<file path="config.mk">
export PLATFORM = sky130hd
export DESIGN_NAME = host_mmio
export DESIGN_NICKNAME = d
export VERILOG_FILES = /design/src/common/boot_pkg.sv /design/src/host/host_mmio.sv
export VERILOG_INCLUDE_DIRS = /design/src /design/src/common
export SDC_FILE = /design/constraint.sdc
export NUM_CORES = 1
export LEC_CHECK = 0
export ABC_AREA = 1
export BUFFER_PORTS_ARGS = -buffer_cell sky130_fd_sc_hd__clkbuf_2
export CORE_MARGIN = 10
export CORE_UTILIZATION = 25
export CTS_CLUSTER_DIAMETER = 50
export CTS_CLUSTER_SIZE = 20
export DETAILED_ROUTE_END_ITERATION = 10
export PLACE_DENSITY = 0.55
export SYNTH_ARGS = -nofsm -noshare
export SYNTH_HDL_FRONTEND = slang
export SYNTH_SLANG_ARGS = --single-unit
</file>
<file path="constraint.sdc">
create_clock -name clk_i -period 3.1 [get_ports clk_i]
set_input_delay 0.155 -clock clk_i [delete_from_list [all_inputs] [get_ports clk_i]]
set_output_delay 0.155 -clock clk_i [all_outputs]
set_load 0.03 [all_outputs]
</file>
<file path="src/common/boot_macros.svh">
// Boot subsystem widths, memory depth, host register map and FIFO depth
`ifndef BOOT_MACROS_SVH
`define BOOT_MACROS_SVH

// Bus widths
`define BOOT_ADDR_W 16
`define BOOT_DATA_W 32

// Word memory depth
`define BOOT_MEM_WORDS 256

// Host region and its registers
`define BOOT_HOST_BASE    16'h8000
`define BOOT_PUTCHAR_ADDR 16'h8000
`define BOOT_FINISH_ADDR  16'h8004

`define BOOT_FIFO_DEPTH 4

`endif
</file>
<file path="src/common/boot_pkg.sv">
// Boot subsystem types for I/O commands, responses and NBF load records
`include "boot_macros.svh"

package boot_pkg;

   typedef enum logic
   {
      IO_READ  = 1'b0,
      IO_WRITE = 1'b1
   } io_op_e;

   typedef enum logic
   {
      NBF_WRITE  = 1'b0,
      NBF_FINISH = 1'b1
   } nbf_op_e;

   // Command into memory or host
   typedef struct packed
   {
      io_op_e                  op;
      logic [`BOOT_ADDR_W-1:0] addr;
      logic [`BOOT_DATA_W-1:0] data;
   } io_cmd_t;

   // Read data on a read, echoed write data on a write
   typedef struct packed
   {
      io_op_e                  op;
      logic [`BOOT_ADDR_W-1:0] addr;
      logic [`BOOT_DATA_W-1:0] data;
   } io_resp_t;

   // One record of the load stream
   typedef struct packed
   {
      nbf_op_e                 op;
      logic [`BOOT_ADDR_W-1:0] addr;
      logic [`BOOT_DATA_W-1:0] data;
   } nbf_rec_t;

endpackage

</file>
<file path="src/host/host_mmio.sv">
// Host MMIO block with putchar and finish registers
`include "boot_macros.svh"

module host_mmio
(
   input  logic               clk_i,
   input  logic               arst_n_i,
   input  boot_pkg::io_cmd_t  cmd_i,
   input  logic               cmd_v_i,
   output logic               cmd_ready_o,
   output boot_pkg::io_resp_t resp_o,
   output logic               resp_v_o,
   input  logic               resp_ready_i,
   output logic [7:0]         char_o,
   output logic               char_v_o,
   output logic               program_finish_o
);
   import boot_pkg::*;

   logic     resp_v_q;
   logic     char_v_q;
   logic     finish_q;
   logic     cmd_fire;
   logic     is_write;
   io_resp_t resp_q;
   logic [7:0] char_q;

   // One response outstanding at a time
   assign cmd_ready_o = ~resp_v_q;
   assign cmd_fire    = cmd_v_i & cmd_ready_o;
   assign is_write    = (cmd_i.op == IO_WRITE);

   always_ff @(posedge clk_i)
   begin
      if (cmd_fire)
      begin
         resp_q.op   <= cmd_i.op;
         resp_q.addr <= cmd_i.addr;
         resp_q.data <= is_write ? cmd_i.data : {{(`BOOT_DATA_W-1){1'b0}}, finish_q};
         char_q      <= cmd_i.data[7:0];
      end
   end

   always_ff @(posedge clk_i or negedge arst_n_i)
   begin
      if (!arst_n_i)
      begin
         resp_v_q <= 1'b0;
         char_v_q <= 1'b0;
         finish_q <= 1'b0;
      end
      else
      begin
         if (cmd_fire)
            resp_v_q <= 1'b1;
         else if (resp_ready_i)
            resp_v_q <= 1'b0;
         char_v_q <= cmd_fire & is_write & (cmd_i.addr == `BOOT_PUTCHAR_ADDR);
         if (cmd_fire && is_write && (cmd_i.addr == `BOOT_FINISH_ADDR))
            finish_q <= 1'b1;
      end
   end

   assign resp_o           = resp_q;
   assign resp_v_o         = resp_v_q;
   assign char_o           = char_q;
   assign char_v_o         = char_v_q;
   assign program_finish_o = finish_q;

endmodule

</file>
==> results.sh <==
export IMPL_netlist_top_cells_count="edfxtp_1 (57), nand2_1 (41), inv_1 (30), nor2_1 (12), inv_2 (7)"
export IMPL_drive_above_1_share_pct=46.4
export IMPL_synth_edf_count=57
export IMPL_syn_inst=162
export IMPL_clock_fmax_ghz=0.657
export IMPL_routabilityCongestion=0.684
export IMPL_ir_worst_vdd_uv=216
export IMPL_rows=34
export IMPL_holdWs_ns=0.0190
export IMPL_fp_dieW_um=114
export IMPL_grt_pass1_wl_mm=8.56
export IMPL_rr_worst_depth=6
export IMPL_path_class="flip-flop to flip-flop"
export IMPL_fp_coreArea_mm2=0.00864
export IMPL_vias=1536
export IMPL_relSlewSlack_pct=49.6
export IMPL_critPathCapture="char_v_o$_DFF_PN0_"
export IMPL_tritoncts="built"
export IMPL_hold_viol_final=0
export IMPL_power_switching_mw=0.501
export IMPL_yosys_cell_count_top_type="edfxtp_1"
export IMPL_cp_depth=6
export IMPL_io_buffers=113
export IMPL_clk_latency_ns=0.33
export IMPL_power_frac_clock_pct=30.6
export IMPL_fin_skew_ns=0.00549
export IMPL_dp_hpwl_mm=4.22
export IMPL_startpoint="resp_v_o$_DFFE_PN0P_"
export IMPL_synth_top_cell_area_share_pct=78.0
export IMPL_cp_start_kind="flip-flop"
export IMPL_path_clk_slew_ns=0.06
export IMPL_seq_power_share_pct=53.9
export IMPL_fp_dieH_um=114
export IMPL_r2r_end="char_v_o$_DFF_PN0_"
export IMPL_cap_violations=0
export IMPL_drc=0
export IMPL_outcome="complete, no violations"
export IMPL_synth_compound_gate_area_share_pct=0.570
export IMPL_antenna_left=0
export IMPL_first_global_vias=1649
export IMPL_die_area_mm2=0.0129
export IMPL_post_drt_wl_per_cell_um=14.0
export IMPL_synth_area_top_cells="edfxtp_1 (78%), nand2_1 (7.0%), inv_1 (5.1%)"
export IMPL_cp_top_family="buffers and inverters"
export IMPL_syn_nets=215
export IMPL_cts_setup_buffers=0
export IMPL_yosys_area_share_simple_pct=10.6
export IMPL_yosys_area_top_type="edfxtp_1"
export IMPL_p_comb_share_pct=15.5
export IMPL_reg2reg_slack_ns=1.58
export IMPL_dr_first_iter_drc_count=72
export IMPL_min_period_ns=1.52
export IMPL_p_leak_nw=1.52
export IMPL_grt_usage_pct=8.53
export IMPL_worstPathArrival_ns=1.78
export IMPL_regToRegStartpoint="resp_v_o$_DFFE_PN0P_"
export IMPL_synthMuxAreaShare_pct=0
export IMPL_min_period_over_period_pct=49.1
export IMPL_rsz0062_at_grt="false"
export IMPL_finalSetupViolations=0
export IMPL_internal_power_mw=1.31
export IMPL_syn_area_per_cell_um2=13.5
export IMPL_antenna_cells=0
export IMPL_antenna_found_initial=0
export IMPL_synthFlopType="edfxtp_1"
export IMPL_slowest_stage="buf_4"
export IMPL_cts_root_buf="clkbuf_8"
export IMPL_tightest_slew_ns=0.756
export IMPL_worstPathRequired_ns=3.36
export IMPL_cts_made_buffers=9
export IMPL_yosysSeqAreaShare_pct=81.5
export IMPL_synth_cell_types=13
export IMPL_synth_xor_area_share_pct=0
export IMPL_ys_seq_elements=60
export IMPL_avgViaCountPerCell=3.85
export IMPL_synth_cell_area_mm2=0.00219
export IMPL_holdCritPathClass="primary input to flip-flop"
export IMPL_ctsResizeCount=0
export IMPL_nNetsFinal=340
export IMPL_dr_pass1_iters=3
export IMPL_clk_path_buf_depth=2
export IMPL_end_kind="flip-flop"
export IMPL_overflow=0
export IMPL_cp_cell_sequence="nor2_4 > buf_4 > nand2_1 > nor2_1 > nand2_1 > nor2_2"
export IMPL_switching_share_pct=27.6
export IMPL_h_tree_depth=3
export IMPL_clock_sinks=60
export IMPL_wirelength_mm=5.58
export IMPL_critical_path_max_stage_delay_ns=0.58
export IMPL_initial_core_util_pct=25.4
export IMPL_grt_max_degree=60
export IMPL_io_pins=114
export IMPL_fill_cells=910
export IMPL_synth_top_family_by_area="simple AND/OR/NAND/NOR gates"
export IMPL_cp_max_fo=59
export IMPL_drv_slew=0
export IMPL_area_delta_synth_final_pct=40.1
export IMPL_p_per_area_mw_per_mm2=591
export IMPL_path_buf_inv=1
export IMPL_yosys_warnings=0
export IMPL_synth_fa_ha_area_share_pct=0
export IMPL_cpMostUsedCell="nand2_1"
export IMPL_setup_tns_ns=0
export IMPL_async_flop_share_pct=5.00
==> stage by stage <==
| stage | std cells | total power, mW | setup slack [ns] | utilization, % | area (µm²) |
|---|---|---|---|---|---|
| 3_5_place_dp | 380 | 1.28 | 1.52 | 33.4 | 2880 |
| 5_1_grt | 399 | 1.90 | 1.37 | 35.6 | 3070 |
| 2_1_floorplan | 162 | 1.17 | 0.603 | - | 2190 |
| 6_report | 399 | 1.82 | 1.58 | 35.6 | 3070 |
| 3_3_place_gp | 380 | 1.28 | 1.55 | 33.4 | 2880 |
| 4_1_cts | 399 | 1.85 | 1.50 | 35.6 | 3070 |
==> sequential cells by signal (all words and copies together) (netlist names) <==
register and cells:
char_o 8, char_v_o 1, program_finish_o 1, resp_o 49, resp_v_o 1
==> cells by family (layout without fill, tap and decap cells) <==
family	count (synthesis)	in the layout
buffers and inverters	41	170
and+or+nand+nor	59	59
DFF	60	60
AOI/OAI and AO/OA	2	2
==> how the worst min path moves through the flow <==
stage | from | end | slack [ns] | cells past startpoint
floorplan | arst_n_i | char_v_o$_DFF_PN0_ | -0.14 | 0
global placement | arst_n_i | resp_v_o$_DFFE_PN0P_ | -0.04 | 1
detailed placement | arst_n_i | resp_v_o$_DFFE_PN0P_ | -0.04 | 1
CTS | cmd_i[44] | resp_o[44]$_DFFE_PP_ | 0.0003 | 1
global route | cmd_i[3] | char_o[3]$_DFFE_PP_ | 0.006 | 1
finish | cmd_i[36] | resp_o[36]$_DFFE_PP_ | 0.02 | 1
==> area by class of cell <==
type / instances / area (µm²) / area share (%)
multi-input cells: 61 / 250 / 8.14
clock inverters: 4 / 17.5 / 0.570
well taps: 108 / 135 / 4.40
clock buffers: 11 / 131 / 4.28
inverters: 37 / 139 / 4.52
flip-flops and latches: 60 / 1790 / 58.1
repair buffers: 118 / 613 / 20.0
==> metal layers <==
layer	track usage, %	vias to the layer above	routed length [µm]
met1	9.56	691	2350
met4	4.06	0	74
met5	0	-	0
met3	5.25	8	702
li1	-	762	-
met2	12.5	75	2450
==> worst register-to-register path: cells and delay by family (launching register included) <==
kind | cells | cell delay, ns
flip-flops | 1 | 0.42
buffers and inverters | 1 | 0.58
AND/OR/NAND/NOR | 5 | 0.47
==> power by group through the flow <==
stage                     clock network, mW  registers [mW]  logic [mW]
after global routing                  0.613           0.983       0.307
after CTS                             0.585           0.979       0.290
final                                 0.556           0.978       0.282
after global placement                    0           0.994       0.282
after detailed placement                  0           0.996       0.285
after floorplan                           0            1.11      0.0574
==> placed cells by master, fill, tap and decap left out <==
cell type,count
buf_4,1
clkbuf_1,2
clkbuf_2,113
clkbuf_8,9
clkinv_1,2
clkinv_2,2
dfrtp_1,3
dlygate4sd3_1,4
edfxtp_1,57
inv_1,30
inv_2,7
nand2_1,41
nand2_2,1
nand3_1,3
nor2_1,12
nor2_2,1
nor2_4,1
o21ai_1,1
o21bai_1,1
==> timing repair <==
action	in CTS	in global routing
endpoints found under the hold margin	6	0
endpoints found under the setup margin	0	0
hold buffers	4	0
No activity file was read; power rests on OpenSTA's default activity.
