$ cat src/common/boot_macros.svh
// Boot subsystem widths, memory depth, host register map and FIFO depth
`ifndef BOOT_MACROS_SVH
`define BOOT_MACROS_SVH

// Bus widths
`define BOOT_ADDR_W 16
`define BOOT_DATA_W 32

// Word memory depth
`define BOOT_MEM_WORDS 256

// Host region and its registers
`define BOOT_HOST_BASE    16'h8000
`define BOOT_PUTCHAR_ADDR 16'h8000
`define BOOT_FINISH_ADDR  16'h8004

`define BOOT_FIFO_DEPTH 4

`endif
$ cat src/common/boot_pkg.sv
// Boot subsystem types for I/O commands, responses and NBF load records
`include "boot_macros.svh"

package boot_pkg;

   typedef enum logic
   {
      IO_READ  = 1'b0,
      IO_WRITE = 1'b1
   } io_op_e;

   typedef enum logic
   {
      NBF_WRITE  = 1'b0,
      NBF_FINISH = 1'b1
   } nbf_op_e;

   // Command into memory or host
   typedef struct packed
   {
      io_op_e                  op;
      logic [`BOOT_ADDR_W-1:0] addr;
      logic [`BOOT_DATA_W-1:0] data;
   } io_cmd_t;

   // Read data on a read, echoed write data on a write
   typedef struct packed
   {
      io_op_e                  op;
      logic [`BOOT_ADDR_W-1:0] addr;
      logic [`BOOT_DATA_W-1:0] data;
   } io_resp_t;

   // One record of the load stream
   typedef struct packed
   {
      nbf_op_e                 op;
      logic [`BOOT_ADDR_W-1:0] addr;
      logic [`BOOT_DATA_W-1:0] data;
   } nbf_rec_t;

endpackage

$ cat src/source/io_router.sv
// Address router to memory or host, returning responses in command order
`include "boot_macros.svh"

module io_router
(
   input  logic               clk_i,
   input  logic               arst_n_i,
   input  boot_pkg::io_cmd_t  cmd_i,
   input  logic               cmd_v_i,
   output logic               cmd_ready_o,
   output boot_pkg::io_resp_t resp_o,
   output logic               resp_v_o,
   input  logic               resp_ready_i,
   output boot_pkg::io_cmd_t  mem_cmd_o,
   output logic               mem_cmd_v_o,
   input  logic               mem_cmd_ready_i,
   input  boot_pkg::io_resp_t mem_resp_i,
   input  logic               mem_resp_v_i,
   output logic               mem_resp_ready_o,
   output boot_pkg::io_cmd_t  host_cmd_o,
   output logic               host_cmd_v_o,
   input  logic               host_cmd_ready_i,
   input  boot_pkg::io_resp_t host_resp_i,
   input  logic               host_resp_v_i,
   output logic               host_resp_ready_o
);

   logic to_host;
   logic tag_ready;
   logic head_host;
   logic head_v;

   // Host region sits at the top of the address space
   assign to_host = (cmd_i.addr >= `BOOT_HOST_BASE);

   assign cmd_ready_o  = tag_ready & (to_host ? host_cmd_ready_i : mem_cmd_ready_i);
   assign mem_cmd_o    = cmd_i;
   assign host_cmd_o   = cmd_i;
   assign mem_cmd_v_o  = cmd_v_i & ~to_host & tag_ready;
   assign host_cmd_v_o = cmd_v_i & to_host & tag_ready;

   // Each accepted command pushes a tag that pops when its response leaves
   io_fifo
   #(
      .elem_t (logic),
      .depth  (`BOOT_FIFO_DEPTH)
   )
   u_order_fifo
   (
      .clk_i    (clk_i),
      .arst_n_i (arst_n_i),
      .data_i   (to_host),
      .v_i      (cmd_v_i & cmd_ready_o),
      .ready_o  (tag_ready),
      .data_o   (head_host),
      .v_o      (head_v),
      .ready_i  (resp_v_o & resp_ready_i)
   );

   // Only the target named by the head tag may answer
   assign resp_o            = head_host ? host_resp_i : mem_resp_i;
   assign resp_v_o          = head_v & (head_host ? host_resp_v_i : mem_resp_v_i);
   assign mem_resp_ready_o  = head_v & ~head_host & resp_ready_i;
   assign host_resp_ready_o = head_v & head_host & resp_ready_i;

endmodule

$ cat src/source/io_fifo.sv
// Small valid/ready FIFO built as a circular buffer with an occupancy count
module io_fifo
#(
   parameter type elem_t = logic,
   parameter int  depth  = 4
)
(
   input  logic  clk_i,
   input  logic  arst_n_i,
   input  elem_t data_i,
   input  logic  v_i,
   output logic  ready_o,
   output elem_t data_o,
   output logic  v_o,
   input  logic  ready_i
);

   localparam int ptr_w = (depth > 1) ? $clog2(depth) : 1;
   localparam int cnt_w = $clog2(depth + 1);

   elem_t            mem_q [depth];
   logic [ptr_w-1:0] wr_ptr_q;
   logic [ptr_w-1:0] rd_ptr_q;
   logic [cnt_w-1:0] count_q;
   logic             push;
   logic             pop;

   assign ready_o = (count_q != cnt_w'(depth));
   assign v_o     = (count_q != '0);
   assign data_o  = mem_q[rd_ptr_q];
   assign push    = v_i & ready_o;
   assign pop     = v_o & ready_i;

   always_ff @(posedge clk_i)
   begin
      if (push)
         mem_q[wr_ptr_q] <= data_i;
   end

   always_ff @(posedge clk_i or negedge arst_n_i)
   begin
      if (!arst_n_i)
      begin
         wr_ptr_q <= '0;
         rd_ptr_q <= '0;
         count_q  <= '0;
      end
      else
      begin
         if (push)
            wr_ptr_q <= (wr_ptr_q == ptr_w'(depth - 1)) ? '0 : wr_ptr_q + 1'b1;
         if (pop)
            rd_ptr_q <= (rd_ptr_q == ptr_w'(depth - 1)) ? '0 : rd_ptr_q + 1'b1;
         if (push && !pop)
            count_q <= count_q + 1'b1;
         else if (pop && !push)
            count_q <= count_q - 1'b1;
      end
   end

endmodule

$ cat config.mk
export PLATFORM = sky130hd
export DESIGN_NAME = io_router
export DESIGN_NICKNAME = d
export VERILOG_FILES = /design/src/common/boot_pkg.sv /design/src/source/io_router.sv /design/src/source/io_fifo.sv
export VERILOG_INCLUDE_DIRS = /design/src /design/src/common
export SDC_FILE = /design/constraint.sdc
export NUM_CORES = 1
export LEC_CHECK = 0
export ABC_AREA = 1
export BUFFER_PORTS_ARGS = -buffer_cell sky130_fd_sc_hd__buf_4
export CORE_AREA = 4 4 119 121
export CTS_CLUSTER_DIAMETER = 200
export DETAILED_ROUTE_END_ITERATION = 12
export DIE_AREA = 0 0 123 125
export PLACE_DENSITY_LB_ADDON = 0.15
export SETUP_SLACK_MARGIN = 0.5
export SYNTH_ARGS = -nofsm -noshare
export SYNTH_HDL_FRONTEND = slang
export SYNTH_SLANG_ARGS = --single-unit
$ cat constraint.sdc
create_clock -name clk_i -period 3.8 [get_ports clk_i]
set_input_delay 0 -clock clk_i [delete_from_list [all_inputs] [get_ports clk_i]]
set_output_delay 0 -clock clk_i [all_outputs]
set_load 0.01 [all_outputs]
==> results.yml <==
cts:
  cts_made_buffers: 3
  cts-hold-fix-buffers: 1
  h-tree-depth: 1
  cts_buffer_depth: 2
  cts_tree: "yes"
  clock_transition_at_the_register_clock_pins_on_the_worst_setup_and_hold_paths_after_cts_ns: 0.04
  cts_repair_resize_count: 0
  cts_sinks: 11
  postCtsSetupRepairBufs: 0
  clkLatencyLatePin_ns: 0.24
  clock_tree.root_cell: "sky130_fd_sc_hd__clkbuf_16"
setup_path:
  regToRegSetupSlack_ns: 1.22
  timing.rr.start: "u_order_fifo.rd_ptr_q[0]"
  timing.critical_path.required_ns: 3.91
  worstSetupStartpointType: "flop"
  cp-end-kind: "flop"
  criticalPathCategory: "flop to flop"
  critical_path.endpoint: "u_order_fifo.count_q[2]"
  worstReg2RegEnd: "u_order_fifo.count_q[2]"
  critPathMaxFanout: 53
  worst_r2r_path_depth: 11
  timing.critical_path.from: "u_order_fifo.rd_ptr_q[0]"
  timing.critical_path.arrival_ns: 2.69
drt:
  wl_met1_mm: 3.12
  drt_pass1_iterations: 4
  drt_iter0_markers: 65
  wl_met3_um: 860
  ant_nets: 0
  routed-wl-met2_mm: 3.99
  detailroute.via_count: 2078
  detail_route.vias_per_cell: 3.61
  wire_per_inst_um: 14.3
  drc: 0
  detail_route.wirelength_mm: 8.25
  top_layer: "met4"
timing:
  timing_worst_slew_pin_value_ns: 0.593
  rsz0062_at_grt: "false"
  fin_crit_share_pct: 67.8
  max_clock_freq_mhz: 388
  timing.final.setup_violations: 0
  finalCriticalPeriod_ns: 2.58
  worst_clock_skew_ns: 0.00226
  setup_tns_ns: 0
  relSlewSlack_pct: 60.4
  hold_viol: 0
  timing_max_transition_violations_final: 0
place:
  dp_hpwl_mm: 6.96
  place_area_mm2: 0.00270
  gp_congestion: 0.713
  io_buffer_count: 163
die:
  placement_row_count: 42
  vert_die_dim_um: 125
  core_mm2: 0.0131
  initial_core_util_pct: 15.9
  boundaryPins: 308
  dieArea_mm2: 0.0154
  chipWidth_um: 123
job:
  maxCapViolations: 0
synthesis:
  avgSynthCellArea_um2: 6.13
  netlist_top_cells_area: "sky130_fd_sc_hd__buf_4 37%, sky130_fd_sc_hd__nand2_1 29%, sky130_fd_sc_hd__dfrtp_1 8.4%"
  netlist_instances: 340
  synthDistinctLibCells: 22
  yosys_warnings: 0
  mappedNetlistNets: 502
  synth_largest_type_area_fraction_pct: 37.1
  synth.ff_latch_count: 11
  post_synthesis_sequential_area_ratio_pct: 14.2
  post-synth-top-area-cell: "sky130_fd_sc_hd__buf_4"
  synth_area_mm2: 0.00209
grt:
  grt_first_pass_wirelength_mm: 12.0
  grt_max_degree: 54
  grt_antenna_before_repair: 0
  grt.overflow.total: 0
  number_of_global_route_vias_before_repair: 2205
  grt_use_total_pct: 9.80
cells_and_area:
  layout-area-overhead-vs-synth_pct: 33.6
  final_net_count: 562
  fill_cells: 1495
  layout.cells.most_common_list: "163 x sky130_fd_sc_hd__buf_4, 162 x sky130_fd_sc_hd__nand2_1, 18 x sky130_fd_sc_hd__inv_1"
  insertedDiodeCount: 0
  final_layout_size_suffix_gt1_share_pct: 43.6
  finalInstanceArea_mm2: 0.00279
  multi_input_comb_area_um2: 880
  final_common_cell: "sky130_fd_sc_hd__buf_4"
  area.sequential_um2: 295
power_and_ir_drop:
  irDropWorstVdd_uv: 238
  total_leakage_power_nw: 1.63
  power-per-cell-area_mw_per_mm2: 650
hold_path:
  hold_path_class: "input port to output port"
outcome:
  outcome: "completed"
[layout make-up]
cell class	count	area share, %
timing repair buffer	164	44.3
multi-input combinational	200	31.6
sequential	11	10.6
tap	176	7.90
inverter	20	2.78
clock buffer	3	2.69
clock inverter	1	0.180
[Yosys cell counts (all sizes together)]
library cell and number:
ha 6, xnor2 1, dfrtp 7, a21oi 2
fa 1, xor2 1, nand2 164, nand3 9
buf 108, o21ai 3, edfxtp 4, nand4 2
nor2 9, inv 20, nor3 2, clkbuf 1
[registers in the layout, summed over array words and instances, names as in the netlist]
| register | cells |
|---|---|
| u_order_fifo.mem_q | 4 |
| u_order_fifo.count_q | 3 |
| u_order_fifo.rd_ptr_q | 2 |
| u_order_fifo.wr_ptr_q | 2 |
[logic make-up after synthesis]
| family | share of synthesized area (%) |
|---|---|
| AO/OA/AOI/OAI | 1.20 |
| XOR/XNOR | 0.840 |
| adder cells (fa/ha/maj) | 4.56 |
| buffers and inverters | 43.7 |
| flip-flops | 14.2 |
| AND/OR/NAND/NOR | 35.6 |
[power by group]
part	internal, mW	switching (mW)	total [mW]
logic	0.608	0.806	1.41
registers	0.165	0.0375	0.203
clock network	0.140	0.0550	0.195
[critical path, stage by stage (launching register included)]
cell and delay [ns]:
sky130_fd_sc_hd__dfrtp_1 0.44, sky130_fd_sc_hd__nand2_1 0.11, sky130_fd_sc_hd__nand3_2 0.12, sky130_fd_sc_hd__nand2_4 0.47, sky130_fd_sc_hd__nand2_1 0.11, sky130_fd_sc_hd__nand4_1 0.15, sky130_fd_sc_hd__ha_1 0.16, sky130_fd_sc_hd__inv_1 0.07
sky130_fd_sc_hd__fa_1 0.38, sky130_fd_sc_hd__a21oi_1 0.15, sky130_fd_sc_hd__o21ai_0 0.11, sky130_fd_sc_hd__xor2_1 0.16
[layer usage]
metal | vias to the layer above | track usage [%]
met1 | 880 | 11.6
met2 | 125 | 16.5
met4 | 0 | 3.84
met5 | - | 0
li1 | 1036 | -
met3 | 37 | 2.94
[metrics by stage]
step	total power [mW]	setup slack [ns]	cells	hold slack (ns)	util (%)
4_1_cts	1.87	1.17	575	0.000100	21.3
5_1_grt	2.01	0.896	575	0.0000225	21.3
2_1_floorplan	1.13	1.84	340	-0.296	-
3_3_place_gp	1.67	1.26	570	-0.176	20.6
3_5_place_dp	1.66	1.19	570	-0.173	20.6
6_report	1.81	1.22	575	0.00000495	21.3
[worst min path at each step]
stage,startpoint,slack (ns),to,cells past startpoint
floorplan,arst_n_i,-0.30,u_order_fifo.count_q[0],0
global placement,arst_n_i,-0.18,u_order_fifo.count_q[0],1
detailed placement,arst_n_i,-0.17,u_order_fifo.count_q[0],1
CTS,cmd_i[8],0.0001,host_cmd_o[8],0
global route,cmd_i[48],0.00002,host_cmd_o[48],0
finish,cmd_i[25],0.000005,host_cmd_o[25],0
Power figures use the tool's default switching activity.
