### src/common/boot_macros.svh
// Boot subsystem widths, memory depth, host register map and FIFO depth
`ifndef BOOT_MACROS_SVH
`define BOOT_MACROS_SVH

// Bus widths
`define BOOT_ADDR_W 16
`define BOOT_DATA_W 32

// Word memory depth
`define BOOT_MEM_WORDS 256

// Host region and its registers
`define BOOT_HOST_BASE    16'h8000
`define BOOT_PUTCHAR_ADDR 16'h8000
`define BOOT_FINISH_ADDR  16'h8004

`define BOOT_FIFO_DEPTH 4

`endif
### src/common/boot_pkg.sv
// Boot subsystem types for I/O commands, responses and NBF load records
`include "boot_macros.svh"

package boot_pkg;

   typedef enum logic
   {
      IO_READ  = 1'b0,
      IO_WRITE = 1'b1
   } io_op_e;

   typedef enum logic
   {
      NBF_WRITE  = 1'b0,
      NBF_FINISH = 1'b1
   } nbf_op_e;

   // Command into memory or host
   typedef struct packed
   {
      io_op_e                  op;
      logic [`BOOT_ADDR_W-1:0] addr;
      logic [`BOOT_DATA_W-1:0] data;
   } io_cmd_t;

   // Read data on a read, echoed write data on a write
   typedef struct packed
   {
      io_op_e                  op;
      logic [`BOOT_ADDR_W-1:0] addr;
      logic [`BOOT_DATA_W-1:0] data;
   } io_resp_t;

   // One record of the load stream
   typedef struct packed
   {
      nbf_op_e                 op;
      logic [`BOOT_ADDR_W-1:0] addr;
      logic [`BOOT_DATA_W-1:0] data;
   } nbf_rec_t;

endpackage

### src/loader/nbf_loader.sv
// NBF loader turning load records into memory writes and flagging completion
module nbf_loader
(
   input  logic              clk_i,
   input  logic              arst_n_i,
   input  boot_pkg::nbf_rec_t rec_i,
   input  logic              rec_v_i,
   output logic              rec_ready_o,
   output boot_pkg::io_cmd_t cmd_o,
   output logic              cmd_v_o,
   input  logic              cmd_ready_i,
   input  logic              resp_v_i,
   output logic              resp_ready_o,
   output logic              done_o
);
   import boot_pkg::*;

   localparam int cnt_w = 8;

   logic             seen_finish_q;
   logic             done_q;
   logic [cnt_w-1:0] pending_q;
   logic             is_finish;
   logic             cmd_fire;
   logic             resp_fire;

   assign is_finish = (rec_i.op == NBF_FINISH);

   // Write records pass straight through and finish is swallowed here
   assign cmd_o.op   = IO_WRITE;
   assign cmd_o.addr = rec_i.addr;
   assign cmd_o.data = rec_i.data;
   assign cmd_v_o    = rec_v_i & ~is_finish & ~seen_finish_q;

   assign rec_ready_o  = ~seen_finish_q & (is_finish | cmd_ready_i);
   assign resp_ready_o = 1'b1;

   assign cmd_fire  = cmd_v_o & cmd_ready_i;
   assign resp_fire = resp_v_i & resp_ready_o;

   always_ff @(posedge clk_i or negedge arst_n_i)
   begin
      if (!arst_n_i)
      begin
         seen_finish_q <= 1'b0;
         done_q        <= 1'b0;
         pending_q     <= '0;
      end
      else
      begin
         if (rec_v_i && rec_ready_o && is_finish)
            seen_finish_q <= 1'b1;

         // Outstanding write acks
         if (cmd_fire && !resp_fire)
            pending_q <= pending_q + 1'b1;
         else if (!cmd_fire && resp_fire)
            pending_q <= pending_q - 1'b1;

         // Sticky once everything is acknowledged
         if (seen_finish_q && (pending_q == '0))
            done_q <= 1'b1;
      end
   end

   assign done_o = done_q;

endmodule

### config.mk
export PLATFORM = sky130hd
export DESIGN_NAME = nbf_loader
export DESIGN_NICKNAME = d
export VERILOG_FILES = /design/src/common/boot_pkg.sv /design/src/loader/nbf_loader.sv
export VERILOG_INCLUDE_DIRS = /design/src /design/src/common
export SDC_FILE = /design/constraint.sdc
export NUM_CORES = 1
export LEC_CHECK = 0
export BUFFER_PORTS_ARGS = -buffer_cell sky130_fd_sc_hd__buf_2
export CORE_MARGIN = 5
export CORE_UTILIZATION = 36
export CTS_CLUSTER_SIZE = 12
export DETAILED_ROUTE_END_ITERATION = 7
export PLACE_DENSITY_LB_ADDON = 0.25
export REMOVE_ABC_BUFFERS = 1
export SLEW_MARGIN = 20
export SYNTH_ARGS = -nofsm -noshare
export SYNTH_HDL_FRONTEND = slang
export SYNTH_SLANG_ARGS = --single-unit
### constraint.sdc
create_clock -name clk_i -period 3.25 [get_ports clk_i]
set_input_delay 0.975 -clock clk_i [delete_from_list [all_inputs] [get_ports clk_i]]
set_output_delay 0.975 -clock clk_i [all_outputs]
set_load 0.05 [all_outputs]
==> results.toml, run 1 <==
[clock_tree]
ctsResizeCount = 0
post-cts-setup-buffers = 0
clockBufferDepth = 2
cts_sinks = 10
path_clk_slew_ns = 0.09
tritoncts = "yes"
h-tree-depth = 1
clock_latency_ns = 0.29
cts_buffers = 3
cts-root-buf = "clkbuf_4"
cts_hold_buf = 0

[placed_design]
portBuffers = 8
placed_cells = 121
dp_hpwl_um = 3690
gp_congestion = 0.8609
place_area_um2 = 828.3
place_ws_ns = 0.05723

[worst_setup_path]
arrival_ns = 3.13
startpoint_type = "input pin"
path_class = "in2reg"
path_max_fanout = 6
worstSetupEndpointType = "register"
required_ns = 3.47

[global_routing]
grt_pass1_vias = 665
antenna_found_initial = 0
track_usage_pct = 19.97
grt_pass1_wl_um = 5540
grt-ovfl-total = 0
grt_max_degree = 17

[floorplan]
rows = 20
initial_core_util_pct = 36.75
io_pins = 107
die_w_um = 65.37
die_y_um = 65.37
die-area_um2 = 4273
design.core.area_um2 = 3003

[detailed_routing]
vias_per_cell = 5.544
ant_nets = 0
drt_iter0_drc = 32
route.met2.wl_um = 1374
drc = 0
wl_um = 4174
firstDrtPassIters = 4
wl_met1_um = 1346
vias = 693
maxUsedRoutingLayer = "met5"
drt-wirelength-per-cell_um = 33.39
wl_met3_um = 1251

[synth]
synth_edf_count = 0
synth_cell_types = 32
synth_seq_area_share_pct = 22.68
synth.cell_area_um2 = 1104
synthArstFlopShare_pct = 100.0
synth_top_area_share_pct = 34.01
yosysTopAreaCell = "buf_4"
netlist_instances = 128
synth-seq-cells = 10
ys.flop_type = "dfrtp_1"
synth_area_leaders = "buf_4 34%, dfrtp_1 23%, ha_1 7.9%"
synth-warning-count = 0
avgSynthCellArea_um2 = 8.622

[sta]
setup_slack_ns = 0.3387
max_freq_ghz = 0.3435
fin_crit_ns = 2.911
final.period_utilization_pct = 89.58
skew_ns = 0.007162
hold_viol_final = 0
rsz0062_at_grt = "false"
tns_ns = 0
setup_viol = 0
drv_slew = 0

[final_layout]
final.fill_count = 326
nets = 155
antenna_cells = 0
synthToLayoutAreaGrowth_pct = -21.66
layout.cells.non_filler = 125
postLayoutCellArea_um2 = 864.6
final_common_cell = "dfrtp_1"
multi_input_area_um2 = 459.2
register_area_um2 = 250.2
final_cell_mix = "10 x dfrtp_1, 8 x nand2_1, 8 x o21ai_0, 8 x buf_2, 7 x ha_1"
fin_util_pct = 28.79
drive_gt1_share_pct = 25.00

[power_and_ir_drop]
power.leakage_nw = 0.3819
vdd_drop_max_v = 0.0002022
internal_power_w = 0.0004685
pwr-share-seq_pct = 28.9
pwr-share-clk_pct = 15.0
power_switching_w = 0.0003709
powerDensity_nw_per_um2 = 970.9
combinationalPowerShare_pct = 56.2
p_sw_share_pct = 44.19

[outcome]
status = "completed"

[hold_path]
hold_path.class = "reg2reg"

[job]
max_cap_viol_count = 0
## cells by family (layout without fill, tap and decap cells)
family	count (synthesis)	in the layout	share of synthesized area, %
AO/OA/AOI/OAI	24	24	15.08
XOR/XNOR	6	6	4.762
adder cells (fa/ha/maj)	8	8	9.750
buffers and inverters	56	19	36.05
flip-flops	10	10	22.68
multiplexers	2	2	2.380
other	1	2	0.3398
AND/OR/NAND/NOR	21	21	8.958
## synthesized netlist by cell type (all sizes together), types with 2 or more instances
library cell and number:
nor3b 2, ha 7, mux2 2, a21o 2, o21ai 9, dfrtp 10, a21oi 5, xnor2 4
clkbuf 2, inv 4, buf 50, nor2 6, a211oi 2, nand2 8, nor3 2, xor2 2
## power groups by stage
stage | Sequential (W) | Clock (W) | Combinational, W
after floorplan | 0.000250 | 0 | 0.000367
after global placement | 0.000246 | 0 | 0.000469
after detailed placement | 0.000245 | 0 | 0.000469
after CTS | 0.000243 | 0.000124 | 0.000472
after global routing | 0.000253 | 0.000131 | 0.000532
final | 0.000242 | 0.000126 | 0.000472
## cell type report
type | instances | area share [%]
inverter | 4 | 1.737
timing repair buffer | 11 | 7.236
sequential | 10 | 28.94
multi-input combinational | 63 | 53.11
tap | 33 | 4.776
clock buffer | 4 | 4.197
## metal layers
layer	vias to the layer above	global-route usage (%)
met1	304	19.06
met4	2	8.808
met5	-	5.556
li1	303	-
met3	13	27.52
met2	71	22.25
## flip-flops by register name, indices dropped and copies added, names as in the netlist
signal,count
done_o,1
pending_q,8
seen_finish_q,1
## final timing paths
check	start	endpoint	slack (ns)	cells after the start
setup reg to reg	seen_finish_q$_DFFE_PN0P_	pending_q[7]$_DFFE_PN0P_	0.71	10
hold reg to reg	done_o$_DFFE_PN0P_	done_o$_DFFE_PN0P_	0.47	1
setup / recovery	rec_i[48]	pending_q[7]$_DFFE_PN0P_	0.34	11
hold / removal	done_o$_DFFE_PN0P_	done_o$_DFFE_PN0P_	0.47	1
max in group asynchronous	arst_n_i	pending_q[6]$_DFFE_PN0P_	2.49	1
min in group asynchronous	arst_n_i	done_o$_DFFE_PN0P_	0.54	1
## through the flow
step,hold slack [ns],total power [W]
after floorplan,0.4642,0.0006166
after global placement,0.4565,0.0007146
after detailed placement,0.4542,0.0007140
after CTS,0.4723,0.0008390
after global routing,0.4839,0.0009155
final,0.4685,0.0008394
## critical path, cell delays in order
cell and delay [ns]:
buf_2 0.11, nor3b_1 0.21, and2_1 0.16, ha_1 0.17, inv_1 0.13, ha_1 0.33
a211oi_2 0.27, nor2_2 0.09, a31oi_1 0.23, mux2_4 0.33, o2bb2ai_2 0.12
Power figures use the tool's default switching activity.
==> run 2: changes to the inputs <==
--- a/config.mk
+++ b/config.mk
@@ -7,8 +7,8 @@
 export NUM_CORES = 1
 export LEC_CHECK = 0
 export BUFFER_PORTS_ARGS = -buffer_cell sky130_fd_sc_hd__buf_2
-export CORE_MARGIN = 5
 export CORE_UTILIZATION = 36
+export CTS_CLUSTER_DIAMETER = 60
 export CTS_CLUSTER_SIZE = 12
 export DETAILED_ROUTE_END_ITERATION = 7
 export PLACE_DENSITY_LB_ADDON = 0.25
==> results.toml, run 2 (synthesis gave the netlist of run 1 again) <==
[outcome]
violations = "DRC"
status = "complete, but fails checks"

[placed_design]
dp_hpwl_um = 3828
portBuffers = 8
gp_congestion = 0.8871

[worst_setup_path]
reg2reg_to = "pending_q[7]$_DFFE_PN0P_"
worstSetupEndpointType = "register"
startpoint_type = "input pin"
ff2ff_setup_slack_ns = 0.64
worstPathCellList = "buf_2 > nor3b_1 > and2_1 > ha_1 > inv_1 > ha_1 > a211oi_2 > nor2_2 > a31oi_1 > mux2_4 > o2bb2ai_2"
cpMostUsedCell = "ha_1"
required_ns = 3.44
slowest_delay_ns = 0.35
crit_end = "pending_q[7]$_DFFE_PN0P_"
reg2reg_depth = 10
r2r_start = "seen_finish_q$_DFFE_PN0P_"
arrival_ns = 3.20
slowest_stage = "ha_1"
path_class = "in2reg"
path_max_fanout = 8
critPathLaunch = "rec_i[48]"

[sta]
hold_viol_final = 0
fin_crit_ns = 3.006
drv_slew = 0
final.period_utilization_pct = 92.48
skew_ns = 0.004468
max_freq_ghz = 0.3327
rsz0062_at_grt = "false"
tns_ns = 0
whs_ns = 0.4610
setup_viol = 0

[floorplan]
die_y_um = 57.37
die_w_um = 57.37
rows = 19
die-area_um2 = 3291
initial_core_util_pct = 39.01
design.core.area_um2 = 2829
io_pins = 107

[power_and_ir_drop]
pwr-share-seq_pct = 30.3
p_sw_share_pct = 45.41
power.leakage_nw = 0.3659
power_switching_w = 0.0003650
vdd_drop_max_v = 0.0001811
combinationalPowerShare_pct = 59.2
powerDensity_nw_per_um2 = 964.5
pwr-share-clk_pct = 10.5
internal_power_w = 0.0004387

[global_routing]
grt_pass1_vias = 661
antenna_found_initial = 0
track_usage_pct = 26.81
grt_max_degree = 17
grt_pass1_wl_um = 5671
grt-ovfl-total = 0

[final_layout]
synthToLayoutAreaGrowth_pct = -24.49
nets = 153
antenna_cells = 0
drive_gt1_share_pct = 22.47
max_flop_register = "pending_q"
final_common_cell = "dfrtp_1"
largest_reg_flops = 8
final_cell_mix = "10 x dfrtp_1, 8 x nand2_1, 8 x o21ai_0, 8 x buf_2, 7 x ha_1"
final.fill_count = 318

[clock_tree]
cts-root-buf = "clkbuf_4"
clock_latency_ns = 0.26
cts_buffers = 3
cts_sinks = 10
h-tree-depth = 1
path_clk_slew_ns = 0.07
cts_hold_buf = 0
clockBufferDepth = 2
ctsResizeCount = 0
post-cts-setup-buffers = 0
tritoncts = "yes"

[detailed_routing]
firstDrtPassIters = 6
drt_iter0_drc = 41
maxUsedRoutingLayer = "met4"
vias_per_cell = 5.958
wl_um = 4354
vias = 715
wl_met1_um = 1150
route.met2.wl_um = 1829
drt-wirelength-per-cell_um = 36.28
wl_met3_um = 1195
ant_nets = 0
drc = 11

[hold_path]
hold_path.class = "reg2reg"

[job]
max_cap_viol_count = 0
run 2: layout make-up:
class / count / area, um^2 / area share, %
multi-input cells: 63 / 459.2 / 55.11
well taps: 31 / 38.79 / 4.655
inverters: 4 / 15.01 / 1.802
repair buffers: 9 / 47.55 / 5.706
flip-flops and latches: 10 / 250.2 / 30.03
clock buffers: 3 / 22.52 / 2.703
run 2: layer usage:
layer	vias up	global-route usage (%)
met2	77	38.04
met4	0	13.24
met3	10	38.78
met5	-	3.175
li1	302	-
met1	326	17.55
run 2: worst max-delay path: cells and delay by family:
| family | cells | cell delay, ns |
|---|---|---|
| multiplexers | 1 | 0.32 |
| adder cells (fa/ha/maj) | 2 | 0.52 |
| AO/OA/AOI/OAI | 3 | 0.63 |
| AND/OR/NAND/NOR | 3 | 0.49 |
| buffers and inverters | 2 | 0.27 |
run 2: power by group through the flow:
stage / logic (W) / clock network (W) / registers [W]
after global placement: 0.000466 / 0 / 0.000247
after global routing: 0.000527 / 0.0000932 / 0.000252
final: 0.000476 / 0.0000840 / 0.000244
after detailed placement: 0.000470 / 0 / 0.000245
after CTS: 0.000471 / 0.0000871 / 0.000243
after floorplan: 0.000367 / 0 / 0.000250
run 2: how the worst min path moves through the flow:
stage	from	end	slack [ns]	cells after the start
6_report	done_o$_DFFE_PN0P_	done_o$_DFFE_PN0P_	0.46	1
5_1_grt	done_o$_DFFE_PN0P_	done_o$_DFFE_PN0P_	0.49	1
4_1_cts	done_o$_DFFE_PN0P_	done_o$_DFFE_PN0P_	0.46	1
3_5_place_dp	done_o$_DFFE_PN0P_	done_o$_DFFE_PN0P_	0.45	1
3_3_place_gp	done_o$_DFFE_PN0P_	done_o$_DFFE_PN0P_	0.45	1
2_1_floorplan	seen_finish_q$_DFFE_PN0P_	seen_finish_q$_DFFE_PN0P_	0.46	1
run 2: through the flow:
stage               total power [W]  std cells  setup WS, ns  util (%)  instance area (um^2)
detailed placement        0.0007149        117       0.02104     28.66                 810.8
global placement          0.0007128        117       0.08543     28.66                 810.8
global route              0.0008725        120       0.09435     29.46                 833.3
CTS                       0.0008019        120        0.2708     29.46                 833.3
finish                    0.0008037        120        0.2445     29.46                 833.3
floorplan                 0.0006166         77       -0.8783         -                 724.4
==> run 3: changes to the inputs <==
--- a/config.mk
+++ b/config.mk
@@ -7,13 +7,14 @@
 export NUM_CORES = 1
 export LEC_CHECK = 0
 export BUFFER_PORTS_ARGS = -buffer_cell sky130_fd_sc_hd__buf_2
+export CAP_MARGIN = 20
+export CORE_ASPECT_RATIO = 1.75
 export CORE_UTILIZATION = 36
 export CTS_CLUSTER_DIAMETER = 60
 export CTS_CLUSTER_SIZE = 12
 export DETAILED_ROUTE_END_ITERATION = 7
 export PLACE_DENSITY_LB_ADDON = 0.25
 export REMOVE_ABC_BUFFERS = 1
-export SLEW_MARGIN = 20
 export SYNTH_ARGS = -nofsm -noshare
 export SYNTH_HDL_FRONTEND = slang
 export SYNTH_SLANG_ARGS = --single-unit
==> results.toml, run 3 (synthesis gave the netlist of run 1 again) <==
[power_and_ir_drop]
powerDensity_nw_per_um2 = 1008
vdd_drop_max_v = 0.0002576
power.leakage_nw = 0.3896

[final_layout]
largest_reg_flops = 8
fin_util_pct = 29.96
final_common_cell = "dfrtp_1"
max_flop_register = "pending_q"
postLayoutCellArea_um2 = 877.1
nets = 155
antenna_cells = 0
synthToLayoutAreaGrowth_pct = -20.52
layout.cells.non_filler = 120
drive_gt1_share_pct = 25.00
final_cell_mix = "10 x dfrtp_1, 8 x nand2_1, 8 x o21ai_0, 8 x buf_2, 7 x ha_1"

[detailed_routing]
drc = 13
wl_um = 4556
drt_iter0_drc = 34
vias_per_cell = 6.175
vias = 741
firstDrtPassIters = 6
drt-wirelength-per-cell_um = 37.97
ant_nets = 0

[clock_tree]
h-tree-depth = 1
clockBufferDepth = 2
cts-root-buf = "clkbuf_8"
cts_sinks = 10
path_clk_slew_ns = 0.05
cts_buffers = 3
cts_hold_buf = 0
clock_latency_ns = 0.24
ctsResizeCount = 0
post-cts-setup-buffers = 0
tritoncts = "yes"

[sta]
fin_crit_ns = 2.955
setup_slack_ns = 0.2946
drv_slew = 0
setup_viol = 0
skew_ns = 0.002958
final.period_utilization_pct = 90.94
hold_viol_final = 0
tns_ns = 0
max_freq_ghz = 0.3384
rsz0062_at_grt = "false"

[placed_design]
placed_cells = 116
place_ws_ns = 0.04087
place_area_um2 = 822.0
gp_congestion = 0.9666
dp_hpwl_um = 4181
portBuffers = 8

[global_routing]
antenna_found_initial = 0
grt_max_degree = 17
grt-ovfl-total = 0
track_usage_pct = 28.16
grt_pass1_wl_um = 5616
grt_pass1_vias = 665

[floorplan]
design.core.area_um2 = 2928
die_y_um = 75.25
die_w_um = 43.86
rows = 26
io_pins = 107
initial_core_util_pct = 37.69
die-area_um2 = 3300

[worst_setup_path]
arrival_ns = 3.13
reg2reg_to = "pending_q[7]$_DFFE_PN0P_"
path_max_fanout = 7
ff2ff_setup_slack_ns = 0.70
path_class = "in2reg"
worstSetupEndpointType = "register"
startpoint_type = "input pin"
required_ns = 3.42
reg2reg_depth = 10
r2r_start = "seen_finish_q$_DFFE_PN0P_"

[hold_path]
hold_path_depth = 1
worstHoldStart = "done_o$_DFFE_PN0P_"
hold_path.class = "reg2reg"
hold_end = "done_o$_DFFE_PN0P_"

[outcome]
violations = "DRC"
status = "complete, but fails checks"

[job]
max_cap_viol_count = 0
==> run 3: cell count changes in the layout (fill, tap and decap cells not counted), sizes merged <==
| cell | delta |
|---|---|
| clkbuf | +1 |
| buf | +2 |
==> run 3: stage by stage <==
| step | hold WS, ns | power, W |
|---|---|---|
| 4_1_cts | 0.4603 | 0.0008870 |
| 3_5_place_dp | 0.4493 | 0.0007276 |
| 3_3_place_gp | 0.4442 | 0.0007195 |
| 6_report | 0.4589 | 0.0008837 |
| 5_1_grt | 0.4784 | 0.0009489 |
| 2_1_floorplan | 0.4642 | 0.0006166 |
==> run 3: layer usage <==
metal	routed length (um)	vias up	GRT usage, %
met1	706	331	9.621
met3	955	32	26.14
li1	-	303	-
met5	0	-	0
met2	2258	75	50.08
met4	636	0	35.02
==> run 3: power breakdown <==
group          switching [W]  internal (W)
Clock              0.0000528      0.000107
Sequential         0.0000619      0.000183
Combinational       0.000261      0.000218
Total               0.000376      0.000508
==> run 3: cell type report <==
cell class	instances	area, um^2
inverters	4	15.01
flip-flops and latches	10	250.2
well taps	28	35.03
clock buffers	4	55.05
fillers	316	2051
multi-input cells	63	459.2
repair buffers	11	62.56
==> run 3: how the worst max path moves through the flow <==
stage	cells past startpoint	start	slack, ns	endpoint
global route	11	rec_i[48]	0.13	pending_q[7]$_DFFE_PN0P_
detailed placement	11	rec_i[48]	0.04	pending_q[7]$_DFFE_PN0P_
global placement	11	rec_v_i	0.13	pending_q[7]$_DFFE_PN0P_
finish	11	rec_i[48]	0.29	pending_q[7]$_DFFE_PN0P_
CTS	11	rec_i[48]	0.27	pending_q[7]$_DFFE_PN0P_
floorplan	10	rec_v_i	-0.88	pending_q[7]$_DFFE_PN0P_
==> run 3: critical path, stage by stage <==
cell and delay, ns:
buf_2 0.11, nor3b_1 0.22, and2_1 0.16, ha_1 0.16, inv_1 0.13, ha_1 0.33
a211oi_2 0.27, nor2_2 0.09, a31oi_1 0.22, mux2_4 0.32, o2bb2ai_2 0.12
